`src/rtl/mips_macros.svh`:
```
`ifndef MIPS_MACROS_SVH
`define MIPS_MACROS_SVH

// Datapath word
`define DATA_WIDTH 32

`define REG_ADDR_WIDTH 5

// 64 data memory words
`define DMEM_ADDR_WIDTH 6

`endif

```
`src/rtl/mips_pkg.sv`:
```
`default_nettype none

package mips_pkg;

    typedef enum logic [5:0] {
        OP_RTYPE  = 6'b000000, // ALU ops picked by funct
        OP_REGIMM = 6'b000001, // BGEZ or BLTZ, rt bit 0 decides
        OP_J      = 6'b000010,
        OP_JAL    = 6'b000011, // Not supported here
        OP_BEQ    = 6'b000100,
        OP_BNE    = 6'b000101,
        OP_BLEZ   = 6'b000110,
        OP_BGTZ   = 6'b000111,
        OP_ADDI   = 6'b001000,
        OP_ADDIU  = 6'b001001,
        OP_SLTI   = 6'b001010,
        OP_SLTIU  = 6'b001011,
        OP_ANDI   = 6'b001100,
        OP_ORI    = 6'b001101,
        OP_XORI   = 6'b001110,
        OP_LUI    = 6'b001111, // Not supported here
        OP_LB     = 6'b100000, // Byte and halfword access unsupported
        OP_LH     = 6'b100001,
        OP_LW     = 6'b100011,
        OP_SB     = 6'b101000,
        OP_SH     = 6'b101001,
        OP_SW     = 6'b101011
    } opcodeT;

    // Compare ops only drive condTrue in the ALU
    typedef enum logic [4:0] {
        ALU_ADD, ALU_ADDU, ALU_SUB, ALU_AND, ALU_OR, ALU_XOR, ALU_NOR,
        ALU_SLT, ALU_SLTU, ALU_SLL, ALU_SRL,
        ALU_EQ, ALU_NE, ALU_LEZ, ALU_GTZ, ALU_GEZ, ALU_LTZ,
        ALU_FUNCT // Resolved from funct by AluController
    } aluOpT;

    typedef enum logic [1:0] {DST_RD, DST_RT} regDstT;

    typedef enum logic [1:0] {WB_ALU, WB_MEM} memToRegT;

endpackage

`default_nettype wire

```
`src/rtl/Alu.sv`:
```
`timescale 1ns/1ps
`default_nettype none

`include "mips_macros.svh"

module Alu import mips_pkg::*; (
    input  wire logic [`DATA_WIDTH-1:0] a,
    input  wire logic [`DATA_WIDTH-1:0] b,
    input  wire logic [4:0]             shamt,
    input  wire aluOpT                  aluOp,
    output logic [`DATA_WIDTH-1:0]      result,
    output logic                        condTrue
);

    logic aNeg;
    logic aZero;

    assign aNeg  = a[`DATA_WIDTH-1]; // Sign of a for the zero compares
    assign aZero = (a == '0);

    always_comb begin
        result   = '0;
        condTrue = 1'b0;
        case (aluOp)
            ALU_ADD, ALU_ADDU: result = a + b; // Both wrap, no trap
            ALU_SUB:  result = a - b;
            ALU_AND:  result = a & b;
            ALU_OR:   result = a | b;
            ALU_XOR:  result = a ^ b;
            ALU_NOR:  result = ~(a | b);
            ALU_SLT:  result = {{(`DATA_WIDTH-1){1'b0}}, ($signed(a) < $signed(b))};
            ALU_SLTU: result = {{(`DATA_WIDTH-1){1'b0}}, (a < b)};
            ALU_SLL:  result = b << shamt;
            ALU_SRL:  result = b >> shamt; // Logical shift
            ALU_EQ:   condTrue = (a == b);
            ALU_NE:   condTrue = (a != b);
            ALU_LEZ:  condTrue = aNeg || aZero;
            ALU_GTZ:  condTrue = !aNeg && !aZero;
            ALU_GEZ:  condTrue = !aNeg;
            ALU_LTZ:  condTrue = aNeg;
            default: begin
                result   = '0; // ALU_FUNCT never reaches here
                condTrue = 1'b0;
            end
        endcase
    end

endmodule

`default_nettype wire

```
`config.mk`:
```
export PLATFORM = sky130hd
export DESIGN_NAME = Alu
export DESIGN_NICKNAME = d
export VERILOG_FILES = /design/src/rtl/mips_pkg.sv /design/src/rtl/Alu.sv
export VERILOG_INCLUDE_DIRS = /design/src /design/src/rtl
export SDC_FILE = /design/constraint.sdc
export NUM_CORES = 1
export LEC_CHECK = 0
export ABC_AREA = 1
export BUFFER_PORTS_ARGS = -buffer_cell sky130_fd_sc_hd__buf_2
export CAP_MARGIN = 20
export CORE_UTILIZATION = 50
export DETAILED_ROUTE_END_ITERATION = 7
export PLACE_DENSITY = 0.79
export SLEW_MARGIN = 20
export SYNTH_ARGS = -nofsm -noshare
export SYNTH_HDL_FRONTEND = slang
export SYNTH_SLANG_ARGS = --single-unit
```
`constraint.sdc`:
```
create_clock -name vclk -period 2.45
set_clock_uncertainty 0.1 [all_clocks]
set_input_delay 0.245 -clock vclk [all_inputs]
set_output_delay 0.245 -clock vclk [all_outputs]
set_load 0.03 [all_outputs]
```
# [Word-level counts from Yosys, hierarchy flattened]
# Cells that the tools add are included.
[word_totals] out_inout_bits=33 regBits=0
[op_classes] n_eq_ne=18 addsub=2 n_reduce_logical=7 n_mux=2 n_lt_le_gt_ge=2 shifts=2 bitwise_logic=4
[op_table] cell="$pmux W32 S10" n=1
[op_table] cell="$lt A32 B32 Y1" n=2
[op_table] cell="$eq A5 B4 Y1 const B" n=8
[op_table] cell="$add A32 B32 Y32" n=1
[op_table] cell="$and A32 B32 Y32" n=1
[op_table] cell="$eq A32 B32 Y1" n=1
[op_table] cell="$logic_not A32 Y1" n=1
[op_table] cell="$ne A32 B32 Y1" n=1
[op_table] cell="$not A32 Y32" n=1
[op_table] cell="$or A32 B32 Y32" n=1
[op_table] cell="$shl A32 B5 Y32" n=1
[op_table] cell="$shr A32 B5 Y32" n=1
[op_table] cell="$sub A32 B32 Y32" n=1
[op_table] cell="$xor A32 B32 Y32" n=1
[op_table] cell="$eq A5 B3 Y1 const B" n=4
[op_table] cell="$eq A5 B2 Y1 const B" n=2
[op_table] cell="$pmux W1 S6" n=1
[op_table] cell="$eq A5 B1 Y1 const B" n=1
[op_table] cell="$eq A5 B5 Y1 const B" n=1
[op_table] cell="$logic_not A5 Y1" n=1
[op_table] cell="$logic_not A1 Y1" n=2
[op_table] cell="$reduce_or A2 Y1" n=1
[op_table] cell="$logic_and A1 B1 Y1" n=1
[op_table] cell="$logic_or A1 B1 Y1" n=1

# [Longest topological paths before layout]
# Gate-level depths: netlist of run 1.
[depth] word_depth=4 mapped_depth=17 ltp_nobuf=16

# [Least setup slack after synthesis of run 1]
# Ideal clock, no wire load.
[synth_path] path_type="input -> output" from="input a[0]" to="output result[0]" path_buffers=0 slack_ns=0.264 required_ns=2.105 arrival_time_ns=1.841 path_stages=15 path_cell_list="inv_1 ha_1 fa_1 inv_1 nand2_1 nand3_1 nand2_1 nand2_1 nand2_1 nand2_1 nand2_1 nand2_1 nor2_1 nor2_1 nand2_1"
[synth_via] elab_chain_cells=3 word_cells_on_any_way=9 classes_between="2 x add/sub; 2 x order compare; 1 x mux; 4 x bitwise"
[synth_rtl] element="start: declaration" line="Alu.sv:7" source="input wire logic [`DATA_WIDTH-1:0] a,"
[synth_rtl] element="parallel branches: the longest is 2 deep, another holds $sub A32 B32 Y32"
[synth_rtl] element="$pmux W32 S10 *" line="Alu.sv:24" source="case (aluOp)"
[synth_rtl] element="end: declaration" line="Alu.sv:11" source="output logic [`DATA_WIDTH-1:0] result,"
# Mark *: on every way between the ends.

# [Final worst setup path of run 1]
[layout_path] from="input shamt[1]" to="output result[25]"
[layout_via] elab_chain_cells=2 word_cells_on_any_way=3 classes_between="2 x shift; 1 x mux"
[layout_rtl] element="start: declaration" line="Alu.sv:9" source="input wire logic [4:0] shamt,"
[layout_rtl] element="$shr A32 B5 Y32 / $shl A32 B5 Y32 (equally long branches)" line="Alu.sv:34, Alu.sv:33"
[layout_rtl] element="$pmux W32 S10 *" line="Alu.sv:24"
# Every way passes the cells marked *; elsewhere a longest branch is shown, timed or not.

==> results, run 1 <==
- The min-delay analysis places its worst path in the category input pin to primary output.
- The netlist uses 50 different library cells.
- Using the TritonRoute via totals, the vias-per-cell ratio works out to ~6.0.
- For the worst setup path, the data required time is ~2.1 ns.
- The number of port buffers is around 110.
- Wires add up to 53670 µm.
- The critical path in this run is classified as input pin to primary output.
- The transition at the pin with the smallest max-transition slack is 0.4113 ns.
- The worst-case IR drop observed on VDD is roughly 0.20 mV.
- The width of the die is roughly 150 µm.
- The synthesized net count is around 2300.
- Summing the areas of all xor and xnor instances in the mapped netlist gives 0.3416% of the synthesized area.
- The slowest stage of the critical path belongs to the cell sky130_fd_sc_hd__nor2_1.
- The routed length on met1 is between 20000 and 25000 µm.
- The worst path in the final design needs a cycle of 2.454 ns, including I/O delays and setup.
- Data arrives at the worst endpoint at 2.11 ns.
- By area, the combinational part of the netlist is dominated by simple AND/OR/NAND/NOR gates.
- The worst slew slack as a fraction of its limit is ~72%.
- The worst hold path stage count is 5.
- The total count of hold-check failures in the final report came to 0.
- The number of placed instances with taps included is roughly 2700.
- The length of the first detailed-routing pass in iterations is 8.
- The top routing layer in use is met4.
- The I/O pin count is ~110.
- The post-route clock period utilization is 100.2%.
- After technology mapping, the gate count stands at 2101.
- In this run the most critical hold path is launched from a[31].
- Cells with a size suffix above 1 make up about a quarter of the layout.
- The global placement routability congestion is ~1.1.
- Setup repair after global routing could not meet its margin everywhere.
- The max-slew violation total from the final report is 0.
- After the first detailed-routing iteration, the DRC count stood at approximately 2200.
- The layout has 0 clock buffers.
- The analysis attributes to net switching a power of around 1.9 mW.
- The layout overhead on the synthesized area is 35.36%.
- Walking the worst path, the cells encountered are buf_2 -> inv_2 -> buf_12 -> buf_4 -> nand3_1 -> nand3_1 -> nand3_1 -> nand3_1 -> nand2_1 -> nor2_1 -> nand3_1 -> buf_4.
- The checks that failed: DRC, setup timing.
- In this design, the critical path's most frequently occurring cell is sky130_fd_sc_hd__nand3_1.
- The sequential cell count of the final layout is 0.
- After detailed routing, the average wire length per cell comes to approximately 20 µm.
- In this run the worst path has a maximum fanout of 35.
- In this run the remaining antenna-violating nets after routing total 0.
- The number of rows created at floorplan is 52.
- The cell-internal power is 1.169 mW.
- The final route contains 16000 vias.
- The sequential group share of total power is 0%.
- The number of global-route vias before repair came to roughly 14000.
- The synthesized netlist devotes 10.16% of its cell area to compound gates.
- The destination of the worst hold path is condTrue.
- The area of the core is 0.02017 mm².
- The total of endpoints with negative setup slack in the final report is 1.
- The clock share of power is 0%.
- Entering global routing, the biggest net connects 50 pins.
- The fraction of power spent switching nets is between 60 and 70%.
- The final hold slack is 0.8964 ns.
- For this design the static power due to leakage is 7.743 nW.
- The DRC violation count after routing is 7.
- The yosys synthesis warning count is 0.
- The final setup TNS is -0.004424 ns.
- The maximum cell stage delay along the critical path is 0.33 ns.
- Averaged over all synthesized cells, the footprint is 4.881 µm².
- The floorplan die height is ~150 µm.
- Summed over all layers, the global routing overflow is 0.
- The initial antenna violation count is 2.
- STA classifies the critical path startpoint as an input pin.
- After legalization and detailed placement, the total HPWL measured 44200 µm.
- At the end of the flow, the number of nets in the layout was 2574.
- The portion of total power attributed to combinational logic is between 90% and 100%.
- Hold repair after CTS inserted 0 buffers.
- Setup slack on the critical path of the routed design comes to -0.004424 ns.
- The first global-routing pass estimated 79180 µm of wire.
- The effective utilization at floorplan is 50.84%.
- The fmax is just over 0.4 GHz.
- The max-cap check violation count is 0.
- The post-synthesis instance area is between 0.01 and 0.015 mm².
- The run finished, with violations left.
- The synthesized netlist devotes 12.10% of its cell area to adder and majority cells.
- The routed design uses roughly 7300 µm of met3 wire.
- The final instance count without filler cells is 2671.
- The wire length on met2 is between 20000 and 25000 µm.
- Across every metal layer, demand over resource in global routing totals approximately half.
- After Yosys synthesis, and, or, nand and nor cells account for 59.80% of the synthesized area.
- In the final layout, flip-flops and latches occupy 0 µm².
- The sequential share of the synthesized area is 0%.
- For this design the ratio of total power to cell area is 223.2 mW/mm².
- The post-synthesis mux area share is 0.09761%.
- STA classifies the critical path endpoint as a primary output.
- The die area is 0.02109 mm².
[through the flow]
stage | power (mW) | cell area (µm²) | util [%] | worst slack (ns)
CTS | 2.754 | 13110 | 64.98 | -0.003630
detailed placement | 2.655 | 12800 | 63.45 | -0.2121
finish | 3.099 | 13880 | 68.82 | -0.004424
floorplan | 1.537 | 10250 | - | 0.2642
global placement | 2.628 | 12800 | 63.45 | -0.1499
global route | 3.306 | 13880 | 68.82 | -0.04454
[worst max-delay path by stage]
stage / to / depth (start not counted) / startpoint
2_1_floorplan: result[0] / 15 / a[0]
3_3_place_gp: result[31] / 16 / a[6]
3_5_place_dp: result[31] / 15 / b[3]
4_1_cts: result[0] / 17 / a[0]
5_1_grt: result[15] / 14 / b[10]
6_report: result[25] / 12 / shamt[1]
[synthesized netlist by cell type, types with 2 or more instances]
cell | instances | area share [%]
sky130_fd_sc_hd__nor2_2 | 4 | 0.24
sky130_fd_sc_hd__xor2_1 | 3 | 0.26
sky130_fd_sc_hd__buf_6 | 17 | 1.9
sky130_fd_sc_hd__o221ai_1 | 2 | 0.17
sky130_fd_sc_hd__ha_1 | 96 | 12
sky130_fd_sc_hd__nand2_4 | 5 | 0.55
sky130_fd_sc_hd__o2111ai_1 | 2 | 0.17
sky130_fd_sc_hd__nor2_1 | 169 | 6.2
sky130_fd_sc_hd__or2_0 | 2 | 0.12
sky130_fd_sc_hd__fa_1 | 2 | 0.39
sky130_fd_sc_hd__nand2_1 | 671 | 25
sky130_fd_sc_hd__a21oi_1 | 69 | 3.4
sky130_fd_sc_hd__nand3b_1 | 2 | 0.15
sky130_fd_sc_hd__buf_4 | 11 | 0.81
sky130_fd_sc_hd__o21ai_1 | 3 | 0.15
sky130_fd_sc_hd__o21bai_1 | 6 | 0.44
sky130_fd_sc_hd__o211ai_1 | 13 | 0.95
sky130_fd_sc_hd__and2_1 | 19 | 1.2
sky130_fd_sc_hd__a31oi_1 | 7 | 0.43
sky130_fd_sc_hd__inv_1 | 307 | 11
sky130_fd_sc_hd__inv_2 | 13 | 0.48
sky130_fd_sc_hd__nor3_1 | 17 | 0.83
sky130_fd_sc_hd__clkbuf_1 | 6 | 0.22
sky130_fd_sc_hd__o21a_1 | 3 | 0.22
sky130_fd_sc_hd__o22ai_1 | 19 | 1.2
sky130_fd_sc_hd__o21ai_0 | 54 | 2.6
sky130_fd_sc_hd__nor2_4 | 3 | 0.33
sky130_fd_sc_hd__buf_1 | 10 | 0.37
sky130_fd_sc_hd__nor4_1 | 2 | 0.12
sky130_fd_sc_hd__nand4_1 | 34 | 2.1
sky130_fd_sc_hd__a21oi_2 | 2 | 0.17
sky130_fd_sc_hd__and3_1 | 4 | 0.24
sky130_fd_sc_hd__nand2_2 | 2 | 0.12
sky130_fd_sc_hd__nand3_1 | 462 | 23
sky130_fd_sc_hd__buf_2 | 41 | 2.0
sky130_fd_sc_hd__clkbuf_2 | 5 | 0.24
[metal layers]
layer  vias to the layer above  GRT usage (%)
met1                      7202          65.03
li1                       7386              -
met3                       223          8.365
met2                      1186          74.40
met4                         0          24.00
met5                         -              0
[cells by family after synthesis]
kind of cell             after synthesis
AND/OR/NAND/NOR                     1401
XOR/XNOR                               4
AO/OA/AOI/OAI                        184
buffers and inverters                413
multiplexers                           1
adder cells (fa/ha/maj)               98
[power groups by stage]
stage,Combinational [mW],Clock (mW),Sequential (mW)
2_1_floorplan,1.54,0,0
6_report,3.10,0.0000000546,0
4_1_cts,2.75,0,0
5_1_grt,3.31,0.0000000546,0
3_5_place_dp,2.65,0,0
3_3_place_gp,2.63,0,0
[layout make-up]
cell class | count | area (µm²)
Timing Repair Buffer | 390 | 2945
Inverter | 322 | 1219
Multi-Input combinational cell | 1688 | 9376
Fill cell | 1931 | 6289
Tap cell | 270 | 337.8
Antenna cell | 1 | 2.502
[worst max-delay path, delay by kind of cell]
kind,cells,cell delay [ns]
simple gates,7,1.04
buf+inv,5,0.81
[timing repair]
| action | CTS | global route |
|---|---|---|
| pin swaps | 2 | 37 |
| setup buffers | 0 | 7 |
| endpoints found under the setup margin | 30 | 31 |
| resized for setup | 86 | 219 |
[placed cells by master, fill, tap and decap left out, types with 27 or more instances in the layout]
master,instances
sky130_fd_sc_hd__buf_2,81
sky130_fd_sc_hd__a21oi_1,48
sky130_fd_sc_hd__ha_1,60
sky130_fd_sc_hd__ha_4,27
sky130_fd_sc_hd__nor2_1,126
sky130_fd_sc_hd__nand2_1,629
sky130_fd_sc_hd__buf_4,279
sky130_fd_sc_hd__nor2_2,38
sky130_fd_sc_hd__nand3_1,439
sky130_fd_sc_hd__inv_1,286
sky130_fd_sc_hd__o21ai_0,44
sky130_fd_sc_hd__inv_2,33
sky130_fd_sc_hd__nand4_1,34
sky130_fd_sc_hd__nand2_2,42
(Power assumes the default switching activity.)
==> run 2: changes to the inputs <==
CELL_PAD_IN_SITES_DETAIL_PLACEMENT = 0   (was default)
CELL_PAD_IN_SITES_GLOBAL_PLACEMENT = 1   (was default)
CORE_UTILIZATION = 41   (was 50)
PLACE_DENSITY = 0.95   (was 0.79)
==> results, run 2 (synthesis gave the netlist of run 1 again) <==
- The flow ran to the end, but the final reports show violations.
- The checks that failed: setup timing.
- The final worst-path setup slack is -0.02051 ns (-0.01608 ns).
- The pin count of the biggest net entering global routing is 57 (+14%).
- The number of placed instances with taps included is 2683 (+0.75%).
- The length of the first detailed-routing pass in iterations is 7 (-1).
- The minimum clock period is 2.471 ns (+0.01608 ns).
- The transition at the pin with the smallest max-transition slack is 0.7173 ns (+0.3060 ns).
- The number of rows created at floorplan was 57 (+9.6%).
- The final instance count without filler cells is 2686 (+0.56%).
- The initial DRC count is 2651 (+21%).
- The startpoint kind of the worst setup timing path is an input pin.
- The sequential cell area came to 0 µm² (unchanged).
- The area of the core is 0.02439 mm² (+21%).
- The total of endpoints with negative setup slack in the final report is 1 (unchanged).
- The number of global-route vias before repair came to 14240 (+0.74%).
- The arrival time of the worst setup path came to 2.13 ns (+0.02 ns).
- The worst setup path is of the input pin to primary output kind.
- The post-cts hold buffer count is 0 (unchanged).
- The number of port buffers is 107 (unchanged).
- The count of nets after finishing was 2536 (-1.5%).
- The floorplan die height came to 160.2 µm (+10%).
- The max-cap check violation count was 0 (unchanged).
- Leaving out fill and tap cells, the most frequent cell in the layout is sky130_fd_sc_hd__nand2_1.
- The worst slew slack as a fraction of its limit is 52.00% (-20 points).
- The effective utilization at floorplan was 42.04% (-8.8 points).
- The number of clock-tree buffers in the layout came to 0 (unchanged).
- The remaining global-route overflow is 0 (unchanged).
- The min-delay analysis places its worst path in the category input pin to primary output.
- The aggregate global-route resource usage is 37.48% (-11 points).
- The max-slew violation total from the final report is 0 (unchanged).
- The power density of the placed cells was 219.9 mW/mm² (-1.5%).
- The fmax was 0.4048 GHz (-0.65%).
- The DRC violation count after routing is 0 (-7).
- The total detailed-routing wirelength is 50810 µm (-5.3%).
- The area growth from synthesis to layout is 33.54%.
- The die area is 0.02565 mm² (+22%).
- Setup repair after global routing could not meet its margin everywhere.
- The antenna diode count is 0 (-1).
- The global-route wire length before repair is 75400 µm (-4.8%).
- The final setup TNS is -0.02051 ns (-0.01608 ns).
- The critical path data required time came to 2.11 ns (about the same).
- The library cells used most frequently in the layout, excluding fill and tap cells, are sky130_fd_sc_hd__nand2_1 (622), sky130_fd_sc_hd__nand3_1 (433), sky130_fd_sc_hd__inv_1 (278).
- The global placement routability congestion is 1.141 (+1.9%).
- The post-detailed-route count of antenna-violating nets is 0 (unchanged).
- The wire length per cell after detailed routing is 18.92 µm (-5.9%).
- The standby leakage power is 7.551 nW (-2.5%).
- The overall via count from detail_route was 15790 (-1.3%).
- The worst supply voltage drop on vdd is 0.1390 mV (-31%).
- The largest fanout of any net on the critical path came to 35 (unchanged).
- The mean number of vias per cell is 5.877 (-1.9%).
- The ratio of cells with drive above 1 in the final layout was 25.49% (-0.64 points).
- The post-route clock period utilization is 100.8% (+0.66 points).
- The endpoint kind of the worst setup timing path is a primary output.
- The utilization of the core after routing was 56.15% (-13 points).
- The half-perimeter wire length after placement is 40890 µm (-7.5%).
- The width of the die is 160.2 µm (+10%).
- The I/O pin count was 107 (unchanged).
- The sequential cell count of the final layout was 0 (unchanged).
- The total count of hold-check failures in the final report came to 0 (unchanged).
- The initial antenna violation count is 0 (-2).
[run 2: changes by cell type in the layout (fill, tap and decap cells not counted), sizes merged]
| cell | change |
|---|---|
| diode | -1 |
| buf | -35 |
| clkinvlp | +1 |
| inv | -1 |
| clkbuf | -3 |
[run 2: layout make-up]
type | count | area (µm²)
multi-input combinational | 1688 | 9398
timing repair buffer | 352 | 2671
inverter | 322 | 1220
fill | 2457 | 10700
tap | 324 | 405.4
[run 2: metrics by stage]
stage,cell area [µm²],total power [mW],worst slack [ns],hold slack [ns]
2_1_floorplan,10250,1.537,0.2642,0.7461
3_3_place_gp,12610,2.530,-0.1766,0.9078
3_5_place_dp,12610,2.571,-0.1979,0.9148
4_1_cts,12870,2.654,-0.003471,0.9156
5_1_grt,13690,3.211,-0.07318,0.9605
6_report,13690,3.012,-0.02051,0.9187
[run 2: critical path: stages]
cell and delay (ns):
sky130_fd_sc_hd__buf_2 0.14, sky130_fd_sc_hd__inv_6 0.21, sky130_fd_sc_hd__nand2_1 0.19, sky130_fd_sc_hd__a21oi_2 0.22, sky130_fd_sc_hd__nand2_1 0.09, sky130_fd_sc_hd__nand2_1 0.10
sky130_fd_sc_hd__nand3_1 0.26, sky130_fd_sc_hd__nand3_1 0.25, sky130_fd_sc_hd__nor2_1 0.08, sky130_fd_sc_hd__nand2_1 0.11, sky130_fd_sc_hd__buf_2 0.21
[run 2: power by group]
group	internal [mW]	switching [mW]
sequential	0	0
clock	0	0
combinational	1.13	1.89
[run 2: final timing paths]
check,startpoint,end,slack (ns),cells after the start
worst max-delay path,shamt[0],result[10],-0.02,11
worst min-delay path,aluOp[4],condTrue,0.92,5
[run 2: timing repair]
action	in CTS	in global routing
gates cloned	0	0
setup endpoints to repair	28	30
gates resized for setup	71	252
pin swaps	2	39
setup buffers	1	2
[run 2: metal layers]
metal / up-vias / routed length [µm] / GRT usage (%)
met3: 249 / 7461 / 7.740
met1: 7002 / 18590 / 48.19
met2: 1235 / 20940 / 57.17
li1: 7300 / - / -
met4: 0 / 3815 / 22.86
met5: - / 0 / 0
